`src/rtl/regfile_pkg.sv`:
```
package regfile_pkg;

    localparam int num_regs      = 8;
    localparam int num_sects     = 3;
    localparam int default_tag_w = 7;

    // section positions inside a sect_en_t.
    localparam int sect_l = 0;
    localparam int sect_h = 1;
    localparam int sect_e = 2;

    typedef enum logic [1:0] {
        size_8    = 2'd0,
        size_16   = 2'd1,
        size_32   = 2'd2,
        size_none = 2'd3
    } size_t;

    typedef logic [2:0]           reg_addr_t;
    typedef logic [num_sects-1:0] sect_en_t;  // e, h, l.
    typedef logic [31:0]          word_t;

    // sections covered by an access of the given size and address.
    function automatic sect_en_t sect_cover(input size_t size, input reg_addr_t addr);
        sect_en_t cov;
        cov = '0;
        case (size)
            size_8:  cov[addr[2] ? sect_h : sect_l] = 1'b1;
            size_16: cov = sect_en_t'(3'b011);
            size_32: cov = sect_en_t'(3'b111);
            default: cov = '0;
        endcase
        return cov;
    endfunction

    // byte addresses 4 to 7 map onto the high byte of registers 0 to 3.
    function automatic reg_addr_t sect_reg(input size_t size, input reg_addr_t addr);
        return (size == size_8) ? {1'b0, addr[1:0]} : addr;
    endfunction

endpackage

```
`src/rtl/gpr_write_decode.sv`:
```
`timescale 1ns/100ps

module gpr_write_decode (
    input  logic                                          wr_en,
    input  regfile_pkg::reg_addr_t                        wr_addr,
    input  regfile_pkg::size_t                            wr_size,
    input  regfile_pkg::word_t                            wr_data,
    input  logic                                          dest_en,
    input  regfile_pkg::reg_addr_t                        dest_addr,
    input  regfile_pkg::size_t                            dest_size,
    output regfile_pkg::sect_en_t [regfile_pkg::num_regs-1:0] load_en,
    output regfile_pkg::sect_en_t [regfile_pkg::num_regs-1:0] mark_en,
    output regfile_pkg::word_t                            sect_data
);
    import regfile_pkg::*;

    reg_addr_t wr_reg;
    reg_addr_t dest_reg;
    sect_en_t  wr_cov;
    sect_en_t  dest_cov;
    logic      wr_high_byte;

    // same section rule for the data write and the pending mark.
    assign wr_reg   = sect_reg(wr_size, wr_addr);
    assign wr_cov   = sect_cover(wr_size, wr_addr);
    assign dest_reg = sect_reg(dest_size, dest_addr);
    assign dest_cov = sect_cover(dest_size, dest_addr);

    assign wr_high_byte = (wr_size == size_8) && wr_addr[2];

    // ah, ch, dh, bh take the low byte of the input.
    assign sect_data = {
        wr_data[31:16],
        wr_high_byte ? wr_data[7:0] : wr_data[15:8],
        wr_data[7:0]
    };

    always_comb begin
        for (int r = 0; r < num_regs; r++) begin
            if (wr_en && (wr_reg == reg_addr_t'(r))) begin
                load_en[r] = wr_cov;
            end else begin
                load_en[r] = '0;
            end
        end
    end

    always_comb begin
        for (int r = 0; r < num_regs; r++) begin
            if (dest_en && (dest_reg == reg_addr_t'(r))) begin
                mark_en[r] = dest_cov;
            end else begin
                mark_en[r] = '0;
            end
        end
    end

endmodule

```
`src/rtl/gpr_bank.sv`:
```
`timescale 1ns/100ps

module gpr_bank #(
    parameter int tag_w = regfile_pkg::default_tag_w
) (
    input  logic                                              clk,
    input  logic                                              arst_n,
    input  regfile_pkg::sect_en_t [regfile_pkg::num_regs-1:0] load_en,
    input  regfile_pkg::sect_en_t [regfile_pkg::num_regs-1:0] mark_en,
    input  regfile_pkg::word_t                                sect_data,
    input  logic [tag_w-1:0]                                  new_tag,
    input  logic [tag_w-1:0]                                  result_tag,
    input  logic                                              flush,
    output regfile_pkg::word_t    [regfile_pkg::num_regs-1:0] reg_q,
    output regfile_pkg::sect_en_t [regfile_pkg::num_regs-1:0] pend_q,
    output logic [regfile_pkg::num_regs-1:0][regfile_pkg::num_sects-1:0][tag_w-1:0] tag_q
);
    import regfile_pkg::*;

    logic [num_regs-1:0][num_sects-1:0] tag_hit;

    always_comb begin
        for (int r = 0; r < num_regs; r++) begin
            for (int s = 0; s < num_sects; s++) begin
                tag_hit[r][s] = (tag_q[r][s] == result_tag);
            end
        end
    end

    // data sections with their own load enables.
    always_ff @(posedge clk or negedge arst_n) begin
        if (!arst_n) begin
            reg_q <= '0;
        end else begin
            for (int r = 0; r < num_regs; r++) begin
                if (load_en[r][sect_e]) begin
                    reg_q[r][31:16] <= sect_data[31:16];
                end
                if (load_en[r][sect_h]) begin
                    reg_q[r][15:8] <= sect_data[15:8];
                end
                if (load_en[r][sect_l]) begin
                    reg_q[r][7:0] <= sect_data[7:0];
                end
            end
        end
    end

    // stored tag of the producer that will write the section.
    always_ff @(posedge clk or negedge arst_n) begin
        if (!arst_n) begin
            tag_q <= '0;
        end else begin
            for (int r = 0; r < num_regs; r++) begin
                for (int s = 0; s < num_sects; s++) begin
                    if (mark_en[r][s]) begin
                        tag_q[r][s] <= new_tag;
                    end
                end
            end
        end
    end

    always_ff @(posedge clk or negedge arst_n) begin
        if (!arst_n) begin
            pend_q <= '0;
        end else begin
            for (int r = 0; r < num_regs; r++) begin
                for (int s = 0; s < num_sects; s++) begin
                    if (mark_en[r][s]) begin
                        pend_q[r][s] <= 1'b1;  // new producer wins over a clear.
                    end else if (flush) begin
                        pend_q[r][s] <= 1'b0;
                    end else if (tag_hit[r][s]) begin
                        pend_q[r][s] <= 1'b0;  // result broadcast arrived.
                    end
                end
            end
        end
    end

endmodule

```
`src/rtl/gpr_read_format.sv`:
```
`timescale 1ns/100ps

module gpr_read_format #(
    parameter int tag_w = regfile_pkg::default_tag_w
) (
    input  regfile_pkg::reg_addr_t                            rd_addr,
    input  regfile_pkg::size_t                                rd_size,
    input  regfile_pkg::word_t    [regfile_pkg::num_regs-1:0] reg_q,
    input  regfile_pkg::sect_en_t [regfile_pkg::num_regs-1:0] pend_q,
    input  logic [regfile_pkg::num_regs-1:0][regfile_pkg::num_sects-1:0][tag_w-1:0] tag_q,
    output regfile_pkg::word_t                                rd_data,
    output logic                                              rd_pending,
    output logic [tag_w-1:0]                                  rd_tag
);
    import regfile_pkg::*;

    reg_addr_t  rd_reg;
    sect_en_t   rd_cov;
    word_t      rd_word;
    logic [7:0] rd_byte;

    assign rd_reg  = sect_reg(rd_size, rd_addr);
    assign rd_cov  = sect_cover(rd_size, rd_addr);
    assign rd_word = reg_q[rd_reg];

    assign rd_byte = rd_addr[2] ? rd_word[15:8] : rd_word[7:0];

    always_comb begin
        case (rd_size)
            size_8:  rd_data = {{24{rd_byte[7]}}, rd_byte};
            size_16: rd_data = {{16{rd_word[15]}}, rd_word[15:0]};
            size_32: rd_data = rd_word;
            default: rd_data = '0;
        endcase
    end

    assign rd_pending = |(pend_q[rd_reg] & rd_cov);

    // lowest covered section supplies the tag.
    always_comb begin
        if (rd_cov[sect_l]) begin
            rd_tag = tag_q[rd_reg][sect_l];
        end else if (rd_cov[sect_h]) begin
            rd_tag = tag_q[rd_reg][sect_h];
        end else begin
            rd_tag = '0;
        end
    end

endmodule

```
`src/rtl/regfile_top.sv`:
```
`timescale 1ns/100ps

module regfile_top #(
    parameter int tag_w = regfile_pkg::default_tag_w
) (
    input  logic                   clk,
    input  logic                   arst_n,
    input  logic                   wr_en,
    input  regfile_pkg::reg_addr_t wr_addr,
    input  regfile_pkg::size_t     wr_size,
    input  regfile_pkg::word_t     wr_data,
    input  logic                   dest_en,
    input  regfile_pkg::reg_addr_t dest_addr,
    input  regfile_pkg::size_t     dest_size,
    input  logic [tag_w-1:0]       new_tag,
    input  logic [tag_w-1:0]       result_tag,
    input  logic                   flush,
    input  regfile_pkg::reg_addr_t rd_addr,
    input  regfile_pkg::size_t     rd_size,
    output regfile_pkg::word_t     rd_data,
    output logic                   rd_pending,
    output logic [tag_w-1:0]       rd_tag
);
    import regfile_pkg::*;

    sect_en_t [num_regs-1:0] load_en;
    sect_en_t [num_regs-1:0] mark_en;
    word_t                   sect_data;
    word_t    [num_regs-1:0] reg_q;
    sect_en_t [num_regs-1:0] pend_q;
    logic [num_regs-1:0][num_sects-1:0][tag_w-1:0] tag_q;

    gpr_write_decode u_decode (
        .wr_en     (wr_en),
        .wr_addr   (wr_addr),
        .wr_size   (wr_size),
        .wr_data   (wr_data),
        .dest_en   (dest_en),
        .dest_addr (dest_addr),
        .dest_size (dest_size),
        .load_en   (load_en),
        .mark_en   (mark_en),
        .sect_data (sect_data)
    );

    gpr_bank #(.tag_w(tag_w)) u_bank (
        .clk        (clk),
        .arst_n     (arst_n),
        .load_en    (load_en),
        .mark_en    (mark_en),
        .sect_data  (sect_data),
        .new_tag    (new_tag),
        .result_tag (result_tag),
        .flush      (flush),
        .reg_q      (reg_q),
        .pend_q     (pend_q),
        .tag_q      (tag_q)
    );

    gpr_read_format #(.tag_w(tag_w)) u_read (
        .rd_addr    (rd_addr),
        .rd_size    (rd_size),
        .reg_q      (reg_q),
        .pend_q     (pend_q),
        .tag_q      (tag_q),
        .rd_data    (rd_data),
        .rd_pending (rd_pending),
        .rd_tag     (rd_tag)
    );

endmodule

```
`config.mk`:
```
export PLATFORM = sky130hd
export DESIGN_NAME = regfile_top
export DESIGN_NICKNAME = d
export VERILOG_FILES = /design/src/rtl/regfile_pkg.sv /design/src/rtl/gpr_write_decode.sv /design/src/rtl/gpr_bank.sv /design/src/rtl/gpr_read_format.sv /design/src/rtl/regfile_top.sv
export SDC_FILE = /design/constraint.sdc
export NUM_CORES = 1
export LEC_CHECK = 0
export CAP_MARGIN = 30
export CORE_MARGIN = 2
export CORE_UTILIZATION = 40
export DETAILED_ROUTE_END_ITERATION = 10
export DONT_BUFFER_PORTS = 1
export GPL_ROUTABILITY_DRIVEN = 1
export PLACE_DENSITY_LB_ADDON = 0.25
export SYNTH_ARGS = -nofsm -noshare
export SYNTH_HDL_FRONTEND = slang
export SYNTH_SLANG_ARGS = --single-unit
export TNS_END_PERCENT = 1
```
`constraint.sdc`:
```
create_clock -name clk -period 1.8 [get_ports clk]
set_input_delay 0.27 -clock clk [delete_from_list [all_inputs] [get_ports clk]]
set_output_delay 0.27 -clock clk [all_outputs]
set_load 0.05 [all_outputs]
```
==> After elaboration in Yosys (flattened, before gate mapping) <==
Index checks and enable logic that the tools add are counted.
{ "op_classes": {"order_cmp": 7, "eq_ne": 44, "n_mux": 114, "bitwise_logic": 1, "reduce_logical": 50} }
{ "ops": {"columns": ["operator", "n"], "rows": [
  ["== test 7 bit", 24],
  ["binary-select mux 32 bit (select 3 bit)", 1],
  [">= comparator 32 x 1 -> 1 bit, second input constant", 3],
  ["less-than comparator 32 x 4 -> 1 bit, second input constant", 3],
  ["case mux 32 bit (3 select lines)", 1],
  ["two-way mux 1 bit", 78],
  ["nonzero test 3 bit", 24],
  ["binary-select mux 21 bit (select 3 bit)", 1],
  ["two-way mux 3 bit", 20],
  ["two-way mux 32 bit", 1],
  ["case mux 3 bit (3 select lines)", 3],
  ["== test 3 bit, second input constant", 8],
  ["logical AND 1 bit", 20],
  ["two-way mux 8 bit", 2],
  ["two-way mux 14 bit", 1],
  ["two-way mux 7 bit", 2],
  ["== test 3 x 2 -> 1 bit, second input constant", 4],
  ["binary-select mux 3 bit (select 3 bit)", 1],
  ["demux 1 bit (select 2 bit)", 3],
  ["== test 2 x 1 -> 1 bit, second input constant", 3],
  ["== test 2 bit, second input constant", 3],
  ["== test 3 x 1 -> 1 bit, second input constant", 2],
  ["logical NOT 2 bit", 3],
  ["logical NOT 3 bit", 2],
  ["other kinds (3)", 3]
]} }
{ "word_totals": {"regBits": 448, "in_bits": 66, "out_inout_bits": 40, "elab_cells": 288} }

==> Longest topological paths before layout <==
{ "logic_depth": {"word_depth": 8, "depth_mapped": 9, "ltp_nobuf": 6} }

==> Modules after synthesis <==
Synthesis repeated with hierarchy kept, for this count alone.
{ "unflattened": {"cells_unflattened": 1722, "hier_area_um2": 22816.9} }
{ "modules_own_cells": {"columns": ["mod", "instances", "cells_per_inst", "area_per_inst_um2", "seq_area_each_um2"], "rows": [
  ["gpr_bank", 1, 1230, 18515.3, 11210.8],
  ["gpr_read_format", 1, 363, 3474.6, 0.0],
  ["gpr_write_decode", 1, 129, 827.0, 0.0]
]} }

==> Worst setup path before layout <==
No wires, ideal clock.
{ "synth_timing": {"path_type": "input -> output", "from": "in rd_size[0]", "to": "out rd_data[6]", "t_arrival_ns": 2.598, "required_time_ns": 1.530, "setup_slack_ns": -1.068, "stages": 8, "path_buffers": 3, "cell_sequence": "inv_1 -> ha_1 -> nand2b_1 -> clkbuf_1 -> buf_2 -> buf_1 -> o22ai_1 -> nor3_1"} }
{ "synth_via": {"elab_chain_cells": 6, "word_cells_on_any_way": 8, "classes_between": "2 x eq/ne; 5 x mux; 1 x reduce/logical"} }
{ "synth_rtl": {"columns": ["element", "line_no", "source"], "rows": [
  ["from (decl)", "regfile_top.sv:19", "input regfile_pkg::size_t rd_size,"],
  ["logical NOT 2 bit", "regfile_pkg.sv:38, gpr_read_format.sv:29", null],
  ["two-way mux 3 bit", "regfile_pkg.sv:38", "return (size == size_8) ? {1'b0, addr[1:0]} : addr;"],
  ["binary-select mux 32 bit (select 3 bit)", "gpr_read_format.sv:24", "assign rd_word = reg_q[rd_reg];"],
  ["two-way mux 32 bit (not written as such)", "gpr_read_format.sv:24", null],
  ["two-way mux 8 bit", "gpr_read_format.sv:26", "assign rd_byte = rd_addr[2] ? rd_word[15:8] : rd_word[7:0];"],
  ["case mux 32 bit (3 select lines) *", "gpr_read_format.sv:29", "case (rd_size)"],
  ["to (decl)", "regfile_top.sv:20", "output regfile_pkg::word_t rd_data,"]
]} }
Mark *: on every way between the ends. The rest lies on a longest branch, timed or not. The select of a mux whose other input is x is not followed.

==> Final worst setup path <==
{ "layout_timing": {"from": "reg u_bank.pend_q[12] (netlist name)", "to": "out rd_pending"} }
{ "layout_via": {"elab_chain_cells": 4} }
{ "layout_rtl": {"columns": ["element", "line_no", "source"], "rows": [
  ["from (decl)", "gpr_bank.sv:15", "output regfile_pkg::sect_en_t [regfile_pkg::num_regs-1:0] pend_q,"],
  ["from (signal assigned)", "gpr_bank.sv:66", "pend_q <= '0;"],
  ["from (signal, indexed assignment)", "gpr_bank.sv:71", "pend_q[r][s] <= 1'b1;"],
  ["from (signal, indexed assignment)", "gpr_bank.sv:73", "pend_q[r][s] <= 1'b0;"],
  ["binary-select mux 3 bit (select 3 bit)", "gpr_read_format.sv:37", "assign rd_pending = |(pend_q[rd_reg] & rd_cov);"],
  ["two-way mux 3 bit (not written as such)", "gpr_read_format.sv:37", null],
  ["AND 3 bit", "gpr_read_format.sv:37", null],
  ["OR reduction 3 bit", "gpr_read_format.sv:37", null],
  ["to (decl)", "regfile_top.sv:21", "output logic rd_pending,"]
]} }
No other way between the ends. The select of a mux whose other input is x is not followed.

==> impl_metrics.csv <==
group,metric,value,unit
synthesis,syn_area_per_cell,13.31,sq um
route,wl_per_cell,22.87,um
status,violations,"negative hold slack, negative setup slack",
power_and_ir_drop,sw_frac_of_total,0.2754,
power_and_ir_drop,p_int,23.50,mW
route,routed_via_density,5.535,
floorplanning,die_area,57900,sq um
power_and_ir_drop,total_power,32.43,mW
worst_hold_path,hold_class,"primary input to async pin",
floorplanning,dieHeight,240.6,um
power_and_ir_drop,p_switching,8.931,mW
synthesis,yosys.area.top_type,"dfrtp_1",
timing,hold_viol,448,
placed_design,gp_congestion,0.8375,
power_and_ir_drop,power_density,1179,nW/um^2
floorplanning,initial_core_util,0.4057,
synthesis,yosys_register_bits,448,
worst_setup_path,worst_ep_arrival_time,2.20,ns
placed_design,io_buffer_count,0,
global_routing,antenna_found_initial,1,
global_routing,grt_pass1_wl,93.32,mm
synthesis,synth_edf_count,0,
worst_setup_path,required,1.53,ns
synthesis,synth_nets,1759,
worst_setup_path,reg2reg_to,"u_bank.pend_q[7]",
global_routing,grt_pass1_vias,15540,
power_and_ir_drop,peakVddDrop,0.0007170,V
timing,post-route-period-util,1.370,
clocking,clock-sinks,448,
timing,worst_slew_pin_slew,0.9722,ns
clocking,clk_latency,0.61,ns
timing,setup_ws,-0.6657,ns
job,drv_cap,0,
synthesis,synth_commonest_cells,"448 x dfrtp_1, 398 x mux2_2, 86 x xor2_1",
timing,rsz0062_at_grt,"yes",
worst_setup_path,rr_worst_depth,4,
finish,multi_input_area,11060,sq um
worst_setup_path,r2r_start,"u_bank.tag_q[51]",
route,ant_nets,0,
synthesis,synth.distinct_cells,49,
synthesis,synthCells,1682,
power_and_ir_drop,p_comb_frac,0.237,
clocking,cts_max_path_buffers,3,
finish,final_nets,1919,
route,drt_iter0_markers,1020,
timing,slew_headroom,0.3497,
worst_setup_path,worst_setup_path_end_kind,"output port",
clocking,ctsHoldBuffers,39,
synthesis,synth_flop_cell,"dfrtp_1",
power_and_ir_drop,clockPowerShare,0.331,
floorplanning,rows,86,
worst_setup_path,worstSetupEndpoint,"rd_pending",
synthesis,synthArstFlopShare,1.000,
placed_design,dpl.hpwl,36.29,mm
route,detail_route.first_pass.iterations,5,
synthesis,yosysWarningCount,0,
timing,hold_ws,-0.6187,ns
worst_setup_path,start_kind,"flop",
timing,fin_skew,0.02224,ns
route,remaining_drc_errors,0,
clocking,clk_pin_slew,0.06,ns
finish,regArea,11210,sq um
timing,fmax,0.4056,GHz
power_and_ir_drop,leakage,11.91,nW
floorplanning,core_area,55200,sq um
finish,utilization,0.4985,
timing,fin_crit,2.466,ns
finish,drive_gt1_frac,0.4450,
worst_setup_path,path_max_fanout,2,
worst_setup_path,path_class,"flop to output port",
power_and_ir_drop,p_seq_frac,0.432,
synthesis,synth_top_area_share,0.5006,
synthesis,synth_area_leaders,"dfrtp_1 50%, mux2_2 20%, mux4_2 7.7%",
clocking,clock-root-buffer,"clkbuf_16",
global_routing,grt_overflow_total,0,
clocking,cts_buffers,50,
floorplanning,die_w,240.6,um
finish,nFillCells,4789,
route,vias,14560,
floorplanning,io_pins,106,
synthesis,post-synth-top-count-cell,"dfrtp_1",
worst_setup_path,rrSetupSlack,0.24,ns
clocking,cts_tree,"done",
status,status,"finished, violations left",
worst_setup_path,cp-startpoint,"u_bank.pend_q[12]",
synthesis,synth_area,22400,sq um
route,finalWirelength,60.14,mm
timing,setup_viol,40,
synthesis,ys_seq_area_frac,0.5006,
clocking,htree_levels,2,
timing,slew_viol_final,0,
global_routing,grt_max_degree,449,
finish,syn2layout_area_growth,22.86,%
global_routing,grtUsageTotal,0.2127,
## worst max-delay path, cell delays in order, from the launching register on
cell	delay [ns]
dfrtp_1	0.39
mux4_2	0.49
mux2_4	0.30
nand2_2	0.06
o211ai_1	0.13
buf_4	0.23
## final cells by class
cell class / count / area share
flip-flops and latches: 448 / 0.4074
multi-input cells: 1110 / 0.4019
repair buffers: 222 / 0.09090
clock buffers: 77 / 0.05461
well taps: 748 / 0.03401
clock inverters: 14 / 0.008958
inverters: 10 / 0.002092
diodes: 1 / 0.00009095
## worst min-delay path by stage
stage	startpoint	to	slack, ns	cells after the start
floorplan	arst_n	u_bank.pend_q[0]	-0.03	0
global placement	arst_n	u_bank.reg_q[10]	-0.004	0
detailed placement	arst_n	u_bank.reg_q[11]	-0.007	0
CTS	arst_n	u_bank.reg_q[84]	-0.65	0
global route	arst_n	u_bank.reg_q[163]	-0.64	0
finish	arst_n	u_bank.reg_q[163]	-0.62	0
## flip-flops by register name, indices dropped and copies added, names as in the netlist
name and count:
u_bank.tag_q 168, u_bank.pend_q 24, u_bank.reg_q 256
## cell usage in the layout, fill, tap and decap left out, types with 17 or more instances in the layout
cell type      instances
a21oi_1               60
nand2_1               31
dfrtp_1              448
mux2_2               395
dlygate4sd3_1         32
xnor2_1               82
mux2i_1               30
xor2_1                86
buf_4                129
clkbuf_16             50
nor2_1                69
nand4_1               35
o21ai_0               18
nor4_1                24
o22ai_1               23
buf_12                60
mux4_2                77
o211ai_1              17
## power by group through the flow
stage / clock (mW) / combinational, mW / sequential [mW]
detailed placement: 0 / 7.31 / 14.2
floorplan: 0 / 5.67 / 13.7
global route: 11.4 / 8.27 / 14.3
CTS: 11.0 / 7.73 / 14.0
global placement: 0 / 7.15 / 14.0
finish: 10.7 / 7.69 / 14.0
## what timing repair did
item | in CTS | in global routing
setup endpoints to repair | 40 | 40
gates resized for setup | 25 | 1
setup buffers | 0 | 1
pin swaps | 27 | 1
hold endpoints to repair | 822 | 448
cloned | 0 | 0
## logic make-up (layout without fill, tap and decap cells)
family | Yosys count | after routing | share of synthesized area
buf+inv | 124 | 323 | 0.02436
flops | 448 | 448 | 0.5006
compound gates | 157 | 157 | 0.04375
mux | 509 | 509 | 0.2936
xor+xnor | 168 | 168 | 0.06570
other cells | 0 | 1 | 0
fa+ha+maj | 11 | 11 | 0.006146
simple gates | 265 | 265 | 0.06581
## per-layer routing
metal / vias up / global-route usage / wire length, um
li1: 6473 / - / -
met1: 7616 / 0.2883 / 26880
met2: 355 / 0.3481 / 28580
met3: 112 / 0.03271 / 2817
met4: 0 / 0.07604 / 1866
met5: - / 0 / 0
## through the flow
step	cell area (sq um)	instances	worst slack [ns]	hold slack [ns]	setup TNS, ns
2_1_floorplan	22750	1682	-0.3528	-0.02559	-20.33
5_1_grt	27520	2630	-0.7435	-0.6378	-24.62
3_5_place_dp	25140	2498	-0.2082	-0.006995	-16.99
3_3_place_gp	25140	2498	-0.1743	-0.003734	-10.86
4_1_cts	27500	2628	-0.7546	-0.6529	-23.04
6_report	27520	2630	-0.6657	-0.6187	-22.23
Power figures use the tool's default switching activity.
